===== config.mk =====
export PLATFORM = sky130hd
export DESIGN_NAME = int_front_top
export DESIGN_NICKNAME = d
export VERILOG_FILES = /design/src/common/pads_pkg.sv /design/src/common/intr_pkg.sv /design/src/verilog/pads_logic.sv /design/src/interrupt/nmi_irq_detect.sv /design/src/verilog/rdy_so_ctrl.sv /design/src/interrupt/int_vector_sel.sv /design/src/verilog/int_front_top.sv
export SDC_FILE = /design/constraint.sdc
export NUM_CORES = 1
export LEC_CHECK = 0
export ABC_AREA = 1
export BUFFER_PORTS_ARGS = -buffer_cell sky130_fd_sc_hd__buf_2
export CAP_MARGIN = 25
export CORE_ASPECT_RATIO = 1.4
export CORE_MARGIN = 8
export CORE_UTILIZATION = 45
export DETAILED_ROUTE_END_ITERATION = 16
export GPL_TIMING_DRIVEN = 0
export PLACE_DENSITY = 0.74
export SETUP_SLACK_MARGIN = 0.2
export SKIP_CTS_REPAIR_TIMING = 1
export SYNTH_ARGS = -nofsm -noshare
export SYNTH_HDL_FRONTEND = slang
export SYNTH_SLANG_ARGS = --single-unit
export TNS_END_PERCENT = 100

===== constraint.sdc =====
create_clock -name phi0 -period 1.7 [get_ports phi0]
set_input_delay 0 -clock phi0 [delete_from_list [all_inputs] [get_ports phi0]]
set_output_delay 0 -clock phi0 [all_outputs]
set_load 0.05 [all_outputs]

===== src/common/pads_pkg.sv =====
// Pad side constants
`default_nettype none

package pads_pkg;

	// Flops per pin synchronizer, two as in the PHI1/PHI2 latch pair
	localparam int DEFAULT_SYNC_STAGES = 2;

	// Pins that go through the synchronizer chain
	localparam int NUM_PINS = 5;

	// Bit positions inside the synchronizer word
	localparam int PIN_NMI = 0;
	localparam int PIN_IRQ = 1;
	localparam int PIN_RES = 2;
	localparam int PIN_SO = 3;
	localparam int PIN_RDY = 4;

	// Inactive level per bit after reset
	// Interrupts and SO idle low once inverted, RDY idles as ready
	localparam logic [NUM_PINS-1:0] PIN_RST_LEVEL = 5'b1_0000;

endpackage : pads_pkg

`default_nettype wire


===== src/common/intr_pkg.sv =====
// Interrupt kinds and vectors
`default_nettype none

package intr_pkg;

	// Kind of the interrupt being taken
	// NONE while idle, then ranked upward by priority
	typedef enum logic [1:0] {
		KIND_NONE  = 2'd0,
		KIND_IRQ   = 2'd1,
		KIND_NMI   = 2'd2,
		KIND_RESET = 2'd3
	} int_kind_t;

	// Vector addresses in the top page
	// Low byte of each pointer, high byte follows at +1
	localparam logic [15:0] VEC_NMI = 16'hfffa;
	localparam logic [15:0] VEC_RESET = 16'hfffc;
	// Shared with BRK in the full core
	localparam logic [15:0] VEC_IRQ = 16'hfffe;

	// Vector for a given kind, zero when nothing is taken
	function automatic logic [15:0] kind_vector(input int_kind_t kind);
		case (kind)
			KIND_RESET: return VEC_RESET;
			KIND_NMI: return VEC_NMI;
			KIND_IRQ: return VEC_IRQ;
			default: return 16'h0000;
		endcase
	endfunction

endpackage : intr_pkg

`default_nettype wire


===== src/verilog/pads_logic.sv =====
// Pad logic
`timescale 1ns/1ns
`default_nettype none

module pads_logic #(
	parameter int SYNC_STAGES = pads_pkg::DEFAULT_SYNC_STAGES
) (
	input  logic phi0,
	input  logic rst,
	// Pins, interrupts and SO active low
	input  logic n_nmi,
	input  logic n_irq,
	input  logic n_res,
	input  logic n_so,
	input  logic rdy,
	// Strobes from the core
	input  logic t1,
	input  logic wr,
	// Synchronized levels, all active high
	output logic nmi_p,
	output logic irq_p,
	output logic res_p,
	output logic so_p,
	output logic rdy_p,
	output logic sync,
	output logic rnw
);

	import pads_pkg::*;

	// Pins gathered into one word, inverted to active high
	logic [NUM_PINS-1:0] pins_in;
	// Synchronizer chain, stage 0 nearest the pads
	logic [SYNC_STAGES-1:0][NUM_PINS-1:0] chain;

	assign pins_in[PIN_NMI] = ~n_nmi;
	assign pins_in[PIN_IRQ] = ~n_irq;
	assign pins_in[PIN_RES] = ~n_res;
	assign pins_in[PIN_SO] = ~n_so;
	assign pins_in[PIN_RDY] = rdy;

	// Shift every pin one stage per phi0 edge
	// Needs at least two stages
	always_ff @(posedge phi0) begin
		if (rst) begin
			chain <= {SYNC_STAGES{PIN_RST_LEVEL}};
		end else begin
			chain <= {chain[SYNC_STAGES-2:0], pins_in};
		end
	end

	// Last stage feeds the core
	assign nmi_p = chain[SYNC_STAGES-1][PIN_NMI];
	assign irq_p = chain[SYNC_STAGES-1][PIN_IRQ];
	assign res_p = chain[SYNC_STAGES-1][PIN_RES];
	assign so_p = chain[SYNC_STAGES-1][PIN_SO];
	assign rdy_p = chain[SYNC_STAGES-1][PIN_RDY];

	// SYNC marks the opcode fetch cycle, same cycle as t1
	assign sync = t1;

	// Read unless the core writes, one cycle behind wr
	always_ff @(posedge phi0) begin
		if (rst) begin
			rnw <= 1'b1;
		end else begin
			rnw <= ~wr;
		end
	end

	// Bus comes out of reset reading
	a_rnw_after_rst: assert property (@(posedge phi0) rst |=> rnw);

endmodule : pads_logic

`default_nettype wire


===== src/interrupt/nmi_irq_detect.sv =====
// NMI, IRQ and reset detection
`timescale 1ns/1ns
`default_nettype none

module nmi_irq_detect (
	input  logic phi0,
	input  logic rst,
	// Synchronized pin levels
	input  logic nmi_p,
	input  logic irq_p,
	input  logic res_p,
	// Interrupt disable flag from the core
	input  logic i_flag,
	// Acknowledges from the vector selector
	input  logic nmi_ack,
	input  logic irq_ack,
	input  logic res_ack,
	output logic nmi_pend,
	output logic irq_pend,
	output logic res_pend
);

	// Previous NMI level for edge detection
	logic nmi_prev;
	logic nmi_edge;

	assign nmi_edge = nmi_p & ~nmi_prev;

	always_ff @(posedge phi0) begin
		if (rst) begin
			nmi_prev <= 1'b0;
		end else begin
			nmi_prev <= nmi_p;
		end
	end

	// NMI latch
	// A new edge wins over an ack in the same cycle
	always_ff @(posedge phi0) begin
		if (rst) begin
			nmi_pend <= 1'b0;
		end else if (nmi_edge) begin
			nmi_pend <= 1'b1;
		end else if (nmi_ack) begin
			nmi_pend <= 1'b0;
		end
	end

	// IRQ is a level, masked by I and sampled every cycle
	// Source must hold the line until serviced
	always_ff @(posedge phi0) begin
		if (rst) begin
			irq_pend <= 1'b0;
		end else begin
			irq_pend <= irq_p & ~i_flag;
		end
	end

	// Reset latch
	// Held while the pin is asserted, ack only counts once it is released
	always_ff @(posedge phi0) begin
		if (rst) begin
			res_pend <= 1'b0;
		end else if (res_p) begin
			res_pend <= 1'b1;
		end else if (res_ack) begin
			res_pend <= 1'b0;
		end
	end

	// Selector only acks an NMI that is latched here
	a_nmi_ack_pend: assert property (@(posedge phi0) disable iff (rst)
		nmi_ack |-> nmi_pend);

	// IRQ ack follows a cycle with the level pending
	a_irq_ack_pend: assert property (@(posedge phi0) disable iff (rst)
		irq_ack |-> $past(irq_pend));

endmodule : nmi_irq_detect

`default_nettype wire


===== src/verilog/rdy_so_ctrl.sv =====
// RDY stall and SO pulse
`timescale 1ns/1ns
`default_nettype none

module rdy_so_ctrl (
	input  logic phi0,
	input  logic rst,
	// Synchronized ready level
	input  logic rdy_p,
	// Synchronized set overflow level
	input  logic so_p,
	// Registered bus direction
	input  logic rnw,
	output logic stall,
	output logic so_set
);

	// Previous SO level
	logic so_prev;

	// RDY only halts read cycles on the NMOS part
	// Writes complete regardless of the pin
	assign stall = ~rdy_p & rnw;

	always_ff @(posedge phi0) begin
		if (rst) begin
			so_prev <= 1'b0;
		end else begin
			so_prev <= so_p;
		end
	end

	// One cycle pulse on the rising edge of so_p
	// Holding the pin low gives nothing further
	always_ff @(posedge phi0) begin
		if (rst) begin
			so_set <= 1'b0;
		end else begin
			so_set <= so_p & ~so_prev;
		end
	end

	// Write cycles are never held
	a_no_write_stall: assert property (@(posedge phi0) disable iff (rst)
		!rnw |-> !stall);

endmodule : rdy_so_ctrl

`default_nettype wire


===== src/interrupt/int_vector_sel.sv =====
// Interrupt vector selection
`timescale 1ns/1ns
`default_nettype none

module int_vector_sel (
	input  logic phi0,
	input  logic rst,
	// Instruction boundary from the core
	input  logic t1,
	input  logic stall,
	// Pending sources
	input  logic nmi_pend,
	input  logic irq_pend,
	input  logic res_pend,
	output logic int_take,
	output intr_pkg::int_kind_t int_kind,
	output logic [15:0] int_vec,
	// Clears back to the detector
	output logic nmi_ack,
	output logic irq_ack,
	output logic res_ack
);

	import intr_pkg::*;

	// Boundary accepted this cycle
	logic accept;
	// Highest priority source right now
	int_kind_t pick;

	// No take while stalled, and none right after a take
	// The acked flag is still visible for one more cycle
	assign accept = t1 & ~stall & ~int_take;

	// Reset first, then NMI, then IRQ
	always_comb begin
		if (res_pend) begin
			pick = KIND_RESET;
		end else if (nmi_pend) begin
			pick = KIND_NMI;
		end else if (irq_pend) begin
			pick = KIND_IRQ;
		end else begin
			pick = KIND_NONE;
		end
	end

	// Outputs registered, one cycle after the boundary
	always_ff @(posedge phi0) begin
		if (rst) begin
			int_take <= 1'b0;
			int_kind <= KIND_NONE;
			int_vec <= 16'h0000;
			nmi_ack <= 1'b0;
			irq_ack <= 1'b0;
			res_ack <= 1'b0;
		end else if (accept && pick != KIND_NONE) begin
			int_take <= 1'b1;
			int_kind <= pick;
			int_vec <= kind_vector(pick);
			nmi_ack <= (pick == KIND_NMI);
			irq_ack <= (pick == KIND_IRQ);
			res_ack <= (pick == KIND_RESET);
		end else begin
			// Idle, kind and vector back to zero
			int_take <= 1'b0;
			int_kind <= KIND_NONE;
			int_vec <= 16'h0000;
			nmi_ack <= 1'b0;
			irq_ack <= 1'b0;
			res_ack <= 1'b0;
		end
	end

	// Only one source serviced per take
	a_one_ack: assert property (@(posedge phi0) disable iff (rst)
		$onehot0({nmi_ack, irq_ack, res_ack}));

endmodule : int_vector_sel

`default_nettype wire


===== src/verilog/int_front_top.sv =====
// Interrupt front end top
`timescale 1ns/1ns
`default_nettype none

module int_front_top #(
	parameter int SYNC_STAGES = pads_pkg::DEFAULT_SYNC_STAGES
) (
	input  logic phi0,
	input  logic rst,
	// External pins
	input  logic n_nmi,
	input  logic n_irq,
	input  logic n_res,
	input  logic n_so,
	input  logic rdy,
	// Core side
	input  logic t1,
	input  logic wr,
	input  logic i_flag,
	output logic sync,
	output logic rnw,
	output logic stall,
	output logic so_set,
	output logic int_take,
	output intr_pkg::int_kind_t int_kind,
	output logic [15:0] int_vec
);

	// Synchronized pin levels
	logic nmi_p;
	logic irq_p;
	logic res_p;
	logic so_p;
	logic rdy_p;
	// Pending flags and their clears
	logic nmi_pend;
	logic irq_pend;
	logic res_pend;
	logic nmi_ack;
	logic irq_ack;
	logic res_ack;

	pads_logic #(
		.SYNC_STAGES(SYNC_STAGES)
	) u_pads (
		.phi0(phi0), .rst(rst),
		.n_nmi(n_nmi), .n_irq(n_irq), .n_res(n_res), .n_so(n_so), .rdy(rdy),
		.t1(t1), .wr(wr),
		.nmi_p(nmi_p), .irq_p(irq_p), .res_p(res_p), .so_p(so_p), .rdy_p(rdy_p),
		.sync(sync), .rnw(rnw)
	);

	nmi_irq_detect u_detect (
		.phi0(phi0), .rst(rst),
		.nmi_p(nmi_p), .irq_p(irq_p), .res_p(res_p), .i_flag(i_flag),
		.nmi_ack(nmi_ack), .irq_ack(irq_ack), .res_ack(res_ack),
		.nmi_pend(nmi_pend), .irq_pend(irq_pend), .res_pend(res_pend)
	);

	rdy_so_ctrl u_rdy_so (
		.phi0(phi0), .rst(rst),
		.rdy_p(rdy_p), .so_p(so_p), .rnw(rnw),
		.stall(stall), .so_set(so_set)
	);

	// Stall also gates the boundary here
	int_vector_sel u_sel (
		.phi0(phi0), .rst(rst),
		.t1(t1), .stall(stall),
		.nmi_pend(nmi_pend), .irq_pend(irq_pend), .res_pend(res_pend),
		.int_take(int_take), .int_kind(int_kind), .int_vec(int_vec),
		.nmi_ack(nmi_ack), .irq_ack(irq_ack), .res_ack(res_ack)
	);

endmodule : int_front_top

`default_nettype wire


# Word-level counts from Yosys, hierarchy flattened
# Index checks and enable logic that the tools add are counted.
dict set report totals {
  wordCells 49
  out_inout_bits 23
  input_bits 10
  register_bits 38
}
dict set report classes {
  muxes 9
  reduce_logical 5
  bitwise 18
  n_eq_ne 3
}
# operator n
set op_table {}
lappend op_table {{one-hot mux 16 bit (3 select lines)} 1}
lappend op_table {{inverter 1 bit} 12}
lappend op_table {{bitwise AND 1 bit} 6}
lappend op_table {{2-to-1 mux 1 bit} 6}
lappend op_table {{nonzero test 2 bit} 3}
lappend op_table {{equality test 2 bit, second input constant} 2}
lappend op_table {{2-to-1 mux 2 bit} 2}
lappend op_table {{equality test 2 x 1 -> 1 bit, second input constant} 1}
lappend op_table {{OR reduction 2 bit} 1}
lappend op_table {{logical AND 1 bit} 1}

# Depth between registers and ports, before layout
dict set report depth {
  word_depth 8
  depth_mapped 6
  mapped_depth_nobuf 6
}

# Cells and area by module
# Synthesis repeated with hierarchy kept, for this count alone.
dict set report hier_totals {
  cells_unflattened 105
  area_unflattened_um2 933.4
}
# mod n_inst cells_per_inst seq_area_each_um2 area_each_um2
set modules_own_cells {}
lappend modules_own_cells {int_vector_sel 1 49 160.2 422.9}
lappend modules_own_cells {pads_logic 1 31 220.2 306.5}
lappend modules_own_cells {nmi_irq_detect 1 17 80.1 136.4}
lappend modules_own_cells {rdy_so_ctrl 1 8 40.0 67.6}

# Least setup slack after synthesis
# OpenSTA, ideal clock, no wires.
dict set report synth_timing {
  path_type {register -> register}
  from {register u_detect.nmi_pend}
  to {register u_sel.int_vec[2]}
  required_time_ns 1.584
  stages_incl_launch_ff 7
  t_arrival_ns 1.095
  period_less_slack_ns 1.210
  path_buffers 0
  path_slack_ns 0.490
  setup_time_ns 0.116
  path_cell_list {dfxtp_1 inv_1 a21oi_1 inv_1 ha_1 o21bai_1 nor2_1}
}
dict set report synth_between {
  elab_chain_len 6
  word_cells_on_any_way 10
  classes_between {3 x eq/ne; 3 x mux; 1 x bitwise; 3 x reduce/logical}
}
# item line_no
set synth_rtl {}
lappend synth_rtl {{start: declaration} nmi_irq_detect.sv:18} ;# output logic nmi_pend,
lappend synth_rtl {{start signal: assignment} nmi_irq_detect.sv:41} ;# nmi_pend <= 1'b0;
lappend synth_rtl {{start signal: assignment} nmi_irq_detect.sv:43} ;# nmi_pend <= 1'b1;
lappend synth_rtl {{start signal: assignment} nmi_irq_detect.sv:45} ;# nmi_pend <= 1'b0;
lappend synth_rtl {{2-to-1 mux 2 bit *} int_vector_sel.sv:39} ;# end else if (nmi_pend) begin
lappend synth_rtl {{2-to-1 mux 2 bit *} int_vector_sel.sv:37} ;# if (res_pend) begin
lappend synth_rtl {{via u_sel.pick[0]} int_vector_sel.sv:29} ;# int_kind_t pick;
lappend synth_rtl {{parallel branches: the longest is 4 deep, another holds one-hot mux 16 bit (3 select lines)} -}
lappend synth_rtl {{end signal: assignment} int_vector_sel.sv:60} ;# int_vec <= kind_vector(pick);
lappend synth_rtl {{end: declaration} int_vector_sel.sv:17} ;# output logic [15:0] int_vec,
# Mark *: on every way through the listed nets, which the timed path passes.
# A chain may end at the register's enable or synchronous reset.

# Final worst setup path
dict set report layout_timing {
  from {input rst}
  to {register u_pads.chain[4] (netlist bit)}
}
# item line_no
set layout_lines {}
lappend layout_lines {{start: declaration} int_front_top.sv:9} ;# input logic rst,
lappend layout_lines {{end signal: assignment} pads_logic.sv:46} ;# chain <= {SYNC_STAGES{PIN_RST_LEVEL}};
lappend layout_lines {{end signal: assignment} pads_logic.sv:48} ;# chain <= {chain[SYNC_STAGES-2:0], pins_in};
lappend layout_lines {{end: declaration} pads_logic.sv:34} ;# logic [SYNC_STAGES-1:0][NUM_PINS-1:0] chain;
# No word-level cell between the ends.

==> flow_metrics.py <==
metrics = {
    "route": {
        "drc": 0,
        "dr.pass1.iters": 4,
        "vias": 677,
        "drtIter0Drc": 5,
        "postRouteAntennaNets": 0,
        "viasPerCell": 4.13,
        "routedWlPerCell_um": 9.76,
        "wl_mm": 1.60,
    },
    "setup_path": {
        "r2r_start": "u_detect.nmi_pend",
        "crit_path_cell_trace": "dlygate4sd3_1 -> buf_2 -> or2_2 -> dlygate4sd3_1",
        "arrival_ps": 1520,
        "ff2ff_path_depth": 6,
        "r2r-end": "u_sel.int_vec[2]",
        "cp-end-kind": "flop",
        "worst-r2r-setup-slack_ps": 430,
        "critical_path.max_fanout": 6,
        "critPathLaunchType": "input port",
        "path_class": "in -> reg",
        "setup.worst_path.end": "u_pads.chain[4]",
        "slowest_stage": "dlygate4sd3_1",
        "critPathMaxStageDelay_ps": 550,
        "cp_data_required_time_ps": 1920,
        "startpoint": "rst",
        "crit_top_cell": "dlygate4sd3_1",
    },
    "layout": {
        "largest_reg_flops": 5,
        "largestRegisters": "u_pads.chain x5, u_sel.int_vec x3, u_sel.int_kind x2",
        "final_common_cell": "buf_2",
        "drive_gt1_frac": 0.378,
        "final_cell_mix": "buf_2, dfxtp_1, nor2_1",
        "nNetsFinal": 159,
        "antenna_cells": 0,
        "regMostFlops": "u_pads.chain",
        "area_growth_pct": 33.6,
    },
    "power": {
        "p_per_area_nw_per_um2": 860,
        "intPower_mw": 0.759,
        "p_clk_frac": 0.245,
        "peakVddDrop_v": 0.000800,
        "switching_share": 0.265,
        "switchingPower_mw": 0.273,
        "leakagePower_nw": 0.679,
        "pwr-share-comb": 0.159,
        "seqPwrFrac": 0.596,
        "total_power_mw": 1.03,
    },
    "timing": {
        "finalCriticalPeriod_ps": 1310,
        "fin_crit_sh": 0.770,
        "max_freq_ghz": 0.764,
        "finClkSkew_ps": 8.09,
        "finalHoldViolations": 0,
        "drv_slew": 0,
        "rsz0062_at_grt": "no",
        "setup_viol": 0,
        "tns_ps": 0,
    },
    "global_route": {
        "grt_pass1_vias": 597,
        "antenna_found_initial": 0,
        "grt_pass1_wl_mm": 2.37,
        "grt_start_max_net_pins": 14,
        "grt_overflow": 0,
        "grt_usage": 0.0855,
    },
    "floorplanning": {
        "die-area_um2": 3700,
        "io_pins": 33,
        "core_um2": 1930,
        "fp-row-count": 19,
        "start_util": 0.467,
        "dieWidth_um": 53.8,
        "die_h_um": 68.9,
    },
    "synthesis": {
        "synth_nets": 114,
        "synth_area_um2": 898,
        "synth.yosys.seq_area_share": 0.557,
        "avgSynthCellArea_um2": 9.07,
        "ys_types": 15,
        "ys_warn_count": 0,
        "netlist_instances": 99,
        "ys_ff_latch": 25,
    },
    "clocking": {
        "root_buffer": "clkbuf_4",
        "cts.sinks": 25,
        "clockBufferDepth": 2,
        "cts_buffers": 3,
        "cts_max_level": 1,
        "clk_pin_slew_worst_paths_ps": 130,
        "clk_latency_ps": 310,
        "cts_tree": "built",
    },
    "min_path": {
        "hold_start": "t1",
        "worstHoldPathType": "in -> reg",
    },
    "placed_design": {
        "dp_hpwl_mm": 1.20,
        "io_buffers": 31,
        "place.gp.congestion": 0.683,
    },
    "flow_run": {
        "drv_cap": 0,
    },
    "outcome": {
        "status": "completed",
    },
}
## synthesized netlist by cell type (all sizes together)
master	instances	area [µm²]
a21oi	2	10.0
dfxtp	25	500
o21ai	1	5.00
or2	2	12.5
nand3	1	10.0
nor3	1	5.00
o21bai	1	7.51
conb	1	3.75
nor2	22	85.1
inv	18	67.6
ha	5	62.6
buf	15	110
nand2	5	18.8
## how the worst min path moves through the flow
stage	depth (start not counted)	slack, ps	to
floorplan	1	70	u_pads.chain[0]
global placement	2	150	u_pads.chain[0]
detailed placement	2	150	u_pads.chain[1]
CTS	2	-190	u_pads.chain[1]
global route	5	110	u_sel.int_vec[14]
finish	5	90	u_sel.int_take
## kinds of logic after synthesis
| group | share of synthesized area |
|---|---|
| other | 0.00417 |
| buffers and inverters | 0.198 |
| adders and majority gates | 0.0696 |
| DFF | 0.557 |
| AOI/OAI and AO/OA | 0.0251 |
| and+or+nand+nor | 0.146 |
## worst max-delay path: cells and delay by family
kind	cells	cell delay, ps
buffers and inverters	3	1230
and+or+nand+nor	1	290
## stage by stage
step	utilization	hold slack, ps	instance area [µm²]	setup slack, ps	cells
3_5_place_dp	0.561	153	1080	291	151
2_1_floorplan	-	66.7	898	490	99
6_report	0.623	90.9	1200	391	164
4_1_cts	0.574	-190	1110	271	155
3_3_place_gp	0.561	151	1080	403	151
5_1_grt	0.623	115	1200	316	164
## per-layer routing
layer | vias up | wire [µm] | share of wire | global-route usage
met1 | 291 | 574 | 0.36 | 0.0746
met2 | 24 | 812 | 0.51 | 0.160
met4 | 0 | 30 | 0.019 | 0.0475
li1 | 358 | - | - | -
met5 | - | 0 | 0 | 0
met3 | 4 | 183 | 0.11 | 0.0322
## area by class of cell
class,count,area [µm²]
plain buffers,15,110
clock buffers,4,26.3
fillers,169,726
inverters,18,67.6
multi-input cells,41,224
flip-flops and latches,25,500
well taps,21,26.3
repair buffers,40,245
## power by group through the flow
stage | Combinational (mW) | Sequential [mW] | Clock (mW)
6_report | 0.164 | 0.615 | 0.253
5_1_grt | 0.179 | 0.618 | 0.288
4_1_cts | 0.150 | 0.615 | 0.263
3_5_place_dp | 0.149 | 0.628 | 0
3_3_place_gp | 0.145 | 0.627 | 0
2_1_floorplan | 0.0952 | 0.645 | 0
No activity file was read; power rests on OpenSTA's default activity.
